**config.mk**
```make
export PLATFORM = sky130hd
export DESIGN_NAME = capture_top
export DESIGN_NICKNAME = d
export VERILOG_FILES = /design/src/logic/capture_pkg.sv /design/src/logic/capture_ctrl.sv /design/src/logic/capture_top.sv /design/src/logic/sample_ring.sv /design/src/logic/window_reader.sv /design/src/logic/word_narrower.sv
export SDC_FILE = /design/constraint.sdc
export NUM_CORES = 2
export LEC_CHECK = 0
export BUFFER_PORTS_ARGS = -buffer_cell sky130_fd_sc_hd__buf_4
export CORE_UTILIZATION = 40
export DETAILED_ROUTE_END_ITERATION = 8
export HOLD_SLACK_MARGIN = 0.02
export MAX_ROUTING_LAYER = met4
export PLACE_DENSITY = 0.63
export SYNTH_ARGS = -nofsm -noshare
export SYNTH_HDL_FRONTEND = slang
export SYNTH_SLANG_ARGS = --single-unit
```
**constraint.sdc**
```tcl
create_clock -name CLK -period 4.4 [get_ports CLK]
set_input_delay 0.22 -clock CLK [delete_from_list [all_inputs] [get_ports CLK]]
set_output_delay 0.22 -clock CLK [all_outputs]
set_load 0.005 [all_outputs]
```
**src/logic/capture_pkg.sv**
```systemverilog
package capture_pkg;

    localparam int SAMPLE_W         = 32;
    localparam int WORD_W           = 8;
    localparam int WORDS_PER_SAMPLE = SAMPLE_W / WORD_W;
    localparam int RING_DEPTH       = 64;
    localparam int PRE_LEN          = 8;

    localparam int PTR_W  = $clog2(RING_DEPTH);       // ring address width
    localparam int CNT_W  = PTR_W + 1;                // holds 0 to RING_DEPTH
    localparam int WCNT_W = $clog2(WORDS_PER_SAMPLE); // word index inside a sample

    typedef logic [PTR_W-1:0] ptr_t;
    typedef logic [CNT_W-1:0] count_t;

    // one input sample with its trigger flag
    typedef struct packed {
        logic [SAMPLE_W-1:0] data;
        logic                trig;
    } sample_in_t;

    // one narrow output word, last marks the end of the window
    typedef struct packed {
        logic [WORD_W-1:0] data;
        logic              last;
    } word_out_t;

    // a sample on its way from the reader to the narrower
    typedef struct packed {
        logic [SAMPLE_W-1:0] data;
        logic                last;
    } reader_samp_t;

    typedef enum logic [1:0] {
        FILL,
        CAPTURE,
        DRAIN
    } cap_state_e;

endpackage

```
**src/logic/capture_ctrl.sv**
```systemverilog
module capture_ctrl
    import capture_pkg::*;
(
    input  logic       CLK,
    input  logic       RESET,
    input  logic       in_valid,
    input  sample_in_t in_sample,
    input  ptr_t       wr_ptr,
    input  count_t     fill_count,
    input  logic       drain_done,
    output logic       in_ready,
    output logic       wr_en,
    output logic       ring_clear,
    output ptr_t       win_start,
    output count_t     win_len,
    output logic       drain_go,
    output logic       busy
);

    cap_state_e state;
    logic       prev_trig;
    logic       accept;
    logic       trig_edge;
    logic       last_slot;
    logic       close_win;
    count_t     pre_cnt;

    assign in_ready = (state != DRAIN);
    assign busy     = (state != FILL);
    assign accept   = in_valid && in_ready;

    // a set flag after a clear one opens the window
    assign trig_edge = (state == FILL) && accept && in_sample.trig && !prev_trig;

    // the next write brings the window to RING_DEPTH-1 samples
    assign last_slot = (win_len == count_t'(RING_DEPTH - 2));

    assign close_win = (state == CAPTURE) && accept && (!in_sample.trig || last_slot);

    assign ring_clear = (state == DRAIN) && drain_done;

    // pre-trigger depth is limited by what the ring holds since it was emptied
    assign pre_cnt = (fill_count < count_t'(PRE_LEN)) ? fill_count : count_t'(PRE_LEN);

    always_comb
    begin
        case (state)
            FILL:    wr_en = accept;
            CAPTURE: wr_en = accept && in_sample.trig; // the closing clear sample is dropped
            default: wr_en = 1'b0;
        endcase
    end

    always_ff @(posedge CLK)
    begin
        if (!RESET)
        begin
            state     <= FILL;
            prev_trig <= 1'b0;
            win_len   <= '0;
            drain_go  <= 1'b0;
        end
        else
        begin
            drain_go <= close_win; // coincides with the first DRAIN cycle
            if (accept)
            begin
                prev_trig <= in_sample.trig;
            end
            case (state)
                FILL:
                begin
                    if (trig_edge)
                    begin
                        state   <= CAPTURE;
                        win_len <= pre_cnt + count_t'(1); // history plus the trigger sample
                    end
                end
                CAPTURE:
                begin
                    if (wr_en)
                    begin
                        win_len <= win_len + count_t'(1);
                    end
                    if (close_win)
                    begin
                        state <= DRAIN;
                    end
                end
                DRAIN:
                begin
                    if (drain_done)
                    begin
                        state <= FILL;
                    end
                end
                default:
                begin
                    state <= FILL;
                end
            endcase
        end
    end

    always_ff @(posedge CLK)
    begin
        if (trig_edge)
        begin
            win_start <= wr_ptr - pre_cnt[PTR_W-1:0];
        end
    end

endmodule

```
**src/logic/capture_top.sv**
```systemverilog
module capture_top
    import capture_pkg::*;
(
    input  logic       CLK,
    input  logic       RESET,
    input  logic       in_valid,
    input  sample_in_t in_sample,
    input  logic       out_ready,
    output logic       in_ready,
    output logic       out_valid,
    output word_out_t  out_word,
    output logic       busy
);

    logic                wr_en;
    logic                ring_clear;
    ptr_t                wr_ptr;
    count_t              fill_count;
    ptr_t                win_start;
    count_t              win_len;
    logic                drain_go;
    logic                drain_done;
    ptr_t                rd_addr;
    logic [SAMPLE_W-1:0] rd_data;
    logic                samp_valid;
    logic                samp_ready;
    reader_samp_t        samp;

    capture_ctrl u_ctrl (
        .CLK        (CLK),
        .RESET      (RESET),
        .in_valid   (in_valid),
        .in_sample  (in_sample),
        .wr_ptr     (wr_ptr),
        .fill_count (fill_count),
        .drain_done (drain_done),
        .in_ready   (in_ready),
        .wr_en      (wr_en),
        .ring_clear (ring_clear),
        .win_start  (win_start),
        .win_len    (win_len),
        .drain_go   (drain_go),
        .busy       (busy)
    );

    sample_ring u_ring (
        .CLK        (CLK),
        .RESET      (RESET),
        .wr_en      (wr_en),
        .wr_data    (in_sample.data),
        .ring_clear (ring_clear),
        .rd_addr    (rd_addr),
        .rd_data    (rd_data),
        .wr_ptr     (wr_ptr),
        .fill_count (fill_count)
    );

    window_reader u_reader (
        .CLK        (CLK),
        .RESET      (RESET),
        .drain_go   (drain_go),
        .win_start  (win_start),
        .win_len    (win_len),
        .rd_data    (rd_data),
        .samp_ready (samp_ready),
        .rd_addr    (rd_addr),
        .samp_valid (samp_valid),
        .samp       (samp),
        .drain_done (drain_done)
    );

    word_narrower u_narrower (
        .CLK        (CLK),
        .RESET      (RESET),
        .samp_valid (samp_valid),
        .samp       (samp),
        .out_ready  (out_ready),
        .samp_ready (samp_ready),
        .out_valid  (out_valid),
        .out_word   (out_word)
    );

endmodule

```
**src/logic/sample_ring.sv**
```systemverilog
module sample_ring
    import capture_pkg::*;
(
    input  logic                CLK,
    input  logic                RESET,
    input  logic                wr_en,
    input  logic [SAMPLE_W-1:0] wr_data,
    input  logic                ring_clear,
    input  ptr_t                rd_addr,
    output logic [SAMPLE_W-1:0] rd_data,
    output ptr_t                wr_ptr,
    output count_t              fill_count
);

    logic [SAMPLE_W-1:0] mem [RING_DEPTH];
    logic                fill_sat;

    // once the ring has wrapped it always holds RING_DEPTH-1 valid entries
    assign fill_sat = (fill_count == count_t'(RING_DEPTH - 1));

    always_ff @(posedge CLK)
    begin
        if (wr_en)
        begin
            mem[wr_ptr] <= wr_data;
        end
        rd_data <= mem[rd_addr]; // one cycle read latency
    end

    always_ff @(posedge CLK)
    begin
        if (!RESET)
        begin
            wr_ptr <= '0;
        end
        else if (wr_en)
        begin
            wr_ptr <= wr_ptr + ptr_t'(1); // wraps at RING_DEPTH
        end
    end

    always_ff @(posedge CLK)
    begin
        if (!RESET)
        begin
            fill_count <= '0;
        end
        else if (ring_clear)
        begin
            fill_count <= '0; // the pointer stays, only the history is forgotten
        end
        else if (wr_en && !fill_sat)
        begin
            fill_count <= fill_count + count_t'(1);
        end
    end

endmodule

```
**src/logic/window_reader.sv**
```systemverilog
module window_reader
    import capture_pkg::*;
(
    input  logic                CLK,
    input  logic                RESET,
    input  logic                drain_go,
    input  ptr_t                win_start,
    input  count_t              win_len,
    input  logic [SAMPLE_W-1:0] rd_data,
    input  logic                samp_ready,
    output ptr_t                rd_addr,
    output logic                samp_valid,
    output reader_samp_t        samp,
    output logic                drain_done
);

    ptr_t   rd_ptr;
    count_t remain;    // reads still to be issued
    logic   pending;   // a read was issued last cycle, rd_data is valid now
    logic   pend_last; // the read in flight is the final one of the window
    logic   issue;
    logic   samp_take;

    assign rd_addr   = rd_ptr;
    assign samp_take = samp_valid && samp_ready;

    // only read when the output slot is free by the time the data returns
    assign issue = (remain != '0) && !pending && (!samp_valid || samp_take);

    assign drain_done = samp_take && samp.last;

    always_ff @(posedge CLK)
    begin
        if (!RESET)
        begin
            rd_ptr     <= '0;
            remain     <= '0;
            pending    <= 1'b0;
            pend_last  <= 1'b0;
            samp_valid <= 1'b0;
        end
        else
        begin
            pending <= issue;
            if (drain_go)
            begin
                rd_ptr <= win_start;
                remain <= win_len;
            end
            else if (issue)
            begin
                rd_ptr    <= rd_ptr + ptr_t'(1); // wraps around the ring
                remain    <= remain - count_t'(1);
                pend_last <= (remain == count_t'(1));
            end
            if (pending)
            begin
                samp_valid <= 1'b1;
            end
            else if (samp_take)
            begin
                samp_valid <= 1'b0;
            end
        end
    end

    always_ff @(posedge CLK)
    begin
        if (pending)
        begin
            samp.data <= rd_data;
            samp.last <= pend_last;
        end
    end

endmodule

```
**src/logic/word_narrower.sv**
```systemverilog
module word_narrower
    import capture_pkg::*;
(
    input  logic         CLK,
    input  logic         RESET,
    input  logic         samp_valid,
    input  reader_samp_t samp,
    input  logic         out_ready,
    output logic         samp_ready,
    output logic         out_valid,
    output word_out_t    out_word
);

    logic [SAMPLE_W-1:0] shift_buf;
    logic [WCNT_W-1:0]   word_cnt;
    logic                buf_valid;
    logic                buf_last;
    logic                final_word;
    logic                samp_take;
    logic                word_take;

    assign final_word = (word_cnt == WCNT_W'(WORDS_PER_SAMPLE - 1));
    assign word_take  = buf_valid && out_ready;
    assign samp_take  = samp_valid && samp_ready;

    // a new sample can enter as the last word of the current one leaves
    assign samp_ready = !buf_valid || (out_ready && final_word);

    assign out_valid     = buf_valid;
    assign out_word.data = shift_buf[WORD_W-1:0];
    assign out_word.last = buf_last && final_word;

    always_ff @(posedge CLK)
    begin
        if (!RESET)
        begin
            buf_valid <= 1'b0;
            buf_last  <= 1'b0;
            word_cnt  <= '0;
        end
        else if (samp_take)
        begin
            buf_valid <= 1'b1;
            buf_last  <= samp.last;
            word_cnt  <= '0;
        end
        else if (word_take)
        begin
            if (final_word)
            begin
                buf_valid <= 1'b0;
            end
            else
            begin
                word_cnt <= word_cnt + WCNT_W'(1);
            end
        end
    end

    always_ff @(posedge CLK)
    begin
        if (samp_take)
        begin
            shift_buf <= samp.data;
        end
        else if (word_take)
        begin
            shift_buf <= shift_buf >> WORD_W; // least significant word goes first
        end
    end

endmodule

```
==> results.sh <==
export IMPL_ys_ff_latch=2195
export IMPL_yosysWarningCount=0
export IMPL_netlist_cell_type_count=67
export IMPL_syn_area_per_cell_um2=20.95
export IMPL_ys_seq_area_frac=0.7737
export IMPL_grt_ovfl_total=0
export IMPL_worstSetupEndpointType="register"
export IMPL_via_per_inst=5.751
export IMPL_grt_util_all_layers=0.2107
export IMPL_final_max_slew_viol_count=0
export IMPL_setup_ws_ns=0.9984
export IMPL_placementRows=168
export IMPL_p_leak_nw=29.98
export IMPL_most_common_layout_cells="edfxtp_1 (2,119), mux4_2 (440), nand2_1 (246)"
export IMPL_fin_crit_sh=0.7731
export IMPL_synth_edf_count=2119
export IMPL_synthArstFlopShare=0
export IMPL_drc=0
export IMPL_setup_viol=0
export IMPL_grt_first_pass_wirelength_um=307600
export IMPL_fin_setup_tns_ns=0
export IMPL_status="finished, final reports clean"
export IMPL_final_hold_viol_count=0
export IMPL_crit_arrival_ns=4.11
export IMPL_insertion_delay_ns=0.86
export IMPL_fp_dieH_um=460.8
export IMPL_crit_buf_inv=2
export IMPL_layout_commonest_cell="edfxtp_1"
export IMPL_drt_iter0_drc=4958
export IMPL_slowest_stage="dfxtp_4"
export IMPL_finalWeightedCongestion=0.8242
export IMPL_ir_drop_uv=373.0
export IMPL_fin_skew_ns=0.05516
export IMPL_worst_slew_pin_slew_ns=1.375
export IMPL_rsz0062_at_grt="false"
export IMPL_crit_fanout=25
export IMPL_place_ws_ns=1.095
export IMPL_post_route_min_period_ns=3.402
export IMPL_syn_num_nets=4072
export IMPL_crit_chain="buf_12 -> buf_4 -> mux4_2 -> mux2i_1 -> o21ai_0 -> o21ai_0 -> o32ai_1"
export IMPL_drive_above_1_share=0.2456
export IMPL_die_area_um2=212400
export IMPL_synth_area_um2=84210
export IMPL_p_total_mw=51.14
export IMPL_setup_worst_path_class="register to register"
export IMPL_nNetsFinal=4343
export IMPL_root_buffer="clkbuf_16"
export IMPL_hpwlAfterDp_um=125700
export IMPL_core_area_um2=209400
export IMPL_hp_class="input pin to register"
export IMPL_cp_data_required_time_ns=5.11
export IMPL_die_x_um=460.8
export IMPL_antenna_found_initial=8
export IMPL_yosys_most_used_dff="edfxtp_1"
export IMPL_max_clock_freq_mhz=294.0
export IMPL_crit_family="compound AO/OA/AOI/OAI gates"
export IMPL_path_common_cell="o21ai_0"
export IMPL_start_kind="register"
export IMPL_vias=41920
export IMPL_grt_max_degree=72
export IMPL_max_slew_margin=0.07393
export IMPL_cts_buffer_depth=3
export IMPL_dr_pass1_iters=5
export IMPL_avgRoutedWirePerCell_um=29.87
export IMPL_area_growth_pct=14.82
export IMPL_powerDensity_nw_per_um2=528.9
export IMPL_initial_utilization=0.4022
export IMPL_ant_nets=0
export IMPL_path_clk_slew_ns=0.06
export IMPL_ios=49
export IMPL_wl_um=217700
export IMPL_synth_cells=4020
export IMPL_cp_slowest_stage_delay_ns=0.81
export IMPL_cts_resized=0
export IMPL_htree_levels=4
export IMPL_tritoncts="done"
export IMPL_cts_made_buffers=214
export IMPL_maxCapViolCount=0
export IMPL_grt_pass1_vias=41682
export IMPL_cts_sinks=2195
export IMPL_io_buffers=48
worst min-delay path, cell delays in order:
cell	delay, ns
dlygate4sd3_1	0.54
buf_4	0.24
o21a_1	0.14
cell usage after synthesis, types with 33 or more instances:
| cell | n | area, µm² |
|---|---|---|
| a21oi_1 | 61 | 305.3 |
| buf_2 | 53 | 265.3 |
| buf_4 | 44 | 330.3 |
| clkbuf_1 | 91 | 341.6 |
| dfxtp_1 | 76 | 1521 |
| edfxtp_1 | 2119 | 63630 |
| mux2i_1 | 240 | 2402 |
| mux4_2 | 440 | 9910 |
| nand2_1 | 246 | 923.4 |
| nor2_1 | 111 | 416.7 |
| o21ai_0 | 33 | 165.2 |
| o221ai_1 | 53 | 464.2 |
| o22ai_1 | 39 | 244.0 |
per-layer routing:
metal	vias to the layer above	GRT usage	part of all wire
li1	17212	-	-
met1	22459	0.2875	0.41
met2	1920	0.3126	0.46
met3	329	0.05793	0.10
met4	0	0.05267	0.023
met5	-	-	0
layout make-up:
cell class	instances	area, µm²
fillers	17354	112700
flip-flops and latches	2195	65170
multi-input cells	1575	18200
clock buffers	295	5812
well taps	2805	3510
repair buffers	286	2720
clock inverters	105	1175
inverters	19	77.57
diodes	9	22.52
state kept, by name, indices dropped and copies added, names as in the netlist, 6 cells and up:
register              cells
u_ring.mem             2048
u_reader.samp            33
u_narrower.shift_buf     32
u_ring.rd_data           32
u_ctrl.win_len            7
u_reader.remain           7
u_ring.fill_count         7
u_ctrl.win_start          6
u_reader.rd_addr          6
u_ring.wr_ptr             6
cell families (layout without fill, tap and decap cells):
| logic type | Yosys count | count (layout) | synth area share |
|---|---|---|---|
| AOI/OAI and AO/OA | 348 | 348 | 0.03016 |
| xor gates and xnor gates | 24 | 24 | 0.002496 |
| adders and majority gates | 15 | 15 | 0.002318 |
| buffers and inverters | 250 | 705 | 0.01627 |
| DFF | 2195 | 2195 | 0.7737 |
| muxes | 710 | 710 | 0.1502 |
| other | 1 | 10 | 0.00004453 |
| and+or+nand+nor | 477 | 477 | 0.02480 |
through the flow:
step	hold WS, ns	cell area (µm²)	std cells	util
after floorplan	0.3189	84210	4020	-
after global placement	0.3884	89290	6841	0.4265
after detailed placement	0.3895	89290	6841	0.4265
after CTS	0.2913	96670	7280	0.4617
after global routing	0.3476	96680	7284	0.4618
final	0.3420	96690	7289	0.4618
where the power goes:
part           leakage [nW]  switching [mW]  internal (mW)
Sequential             19.7           0.434           23.5
Combinational          6.88            4.72           4.24
Clock                  3.38            7.91           10.3
path summary, 6_finish.rpt:
kind	end	start	slack [ns]	cells past startpoint
worst max-delay path	u_ring.rd_data[6]	u_reader.rd_addr[0]	1.0	7
worst min-delay path	u_reader.remain[1]	RESET	0.34	3
worst max register to register	u_ring.rd_data[6]	u_reader.rd_addr[0]	1.0	7
worst min register to register	u_reader.samp[32]	u_ring.rd_data[31]	0.40	0
what timing repair did:
item / in CTS / in global routing
buffers inserted: 0 / 0
endpoints found under the hold margin: 2062 / 0
hold buffers: 39 / 0
setup endpoints to repair: 0 / 0
No activity file was read; power rests on OpenSTA's default activity.
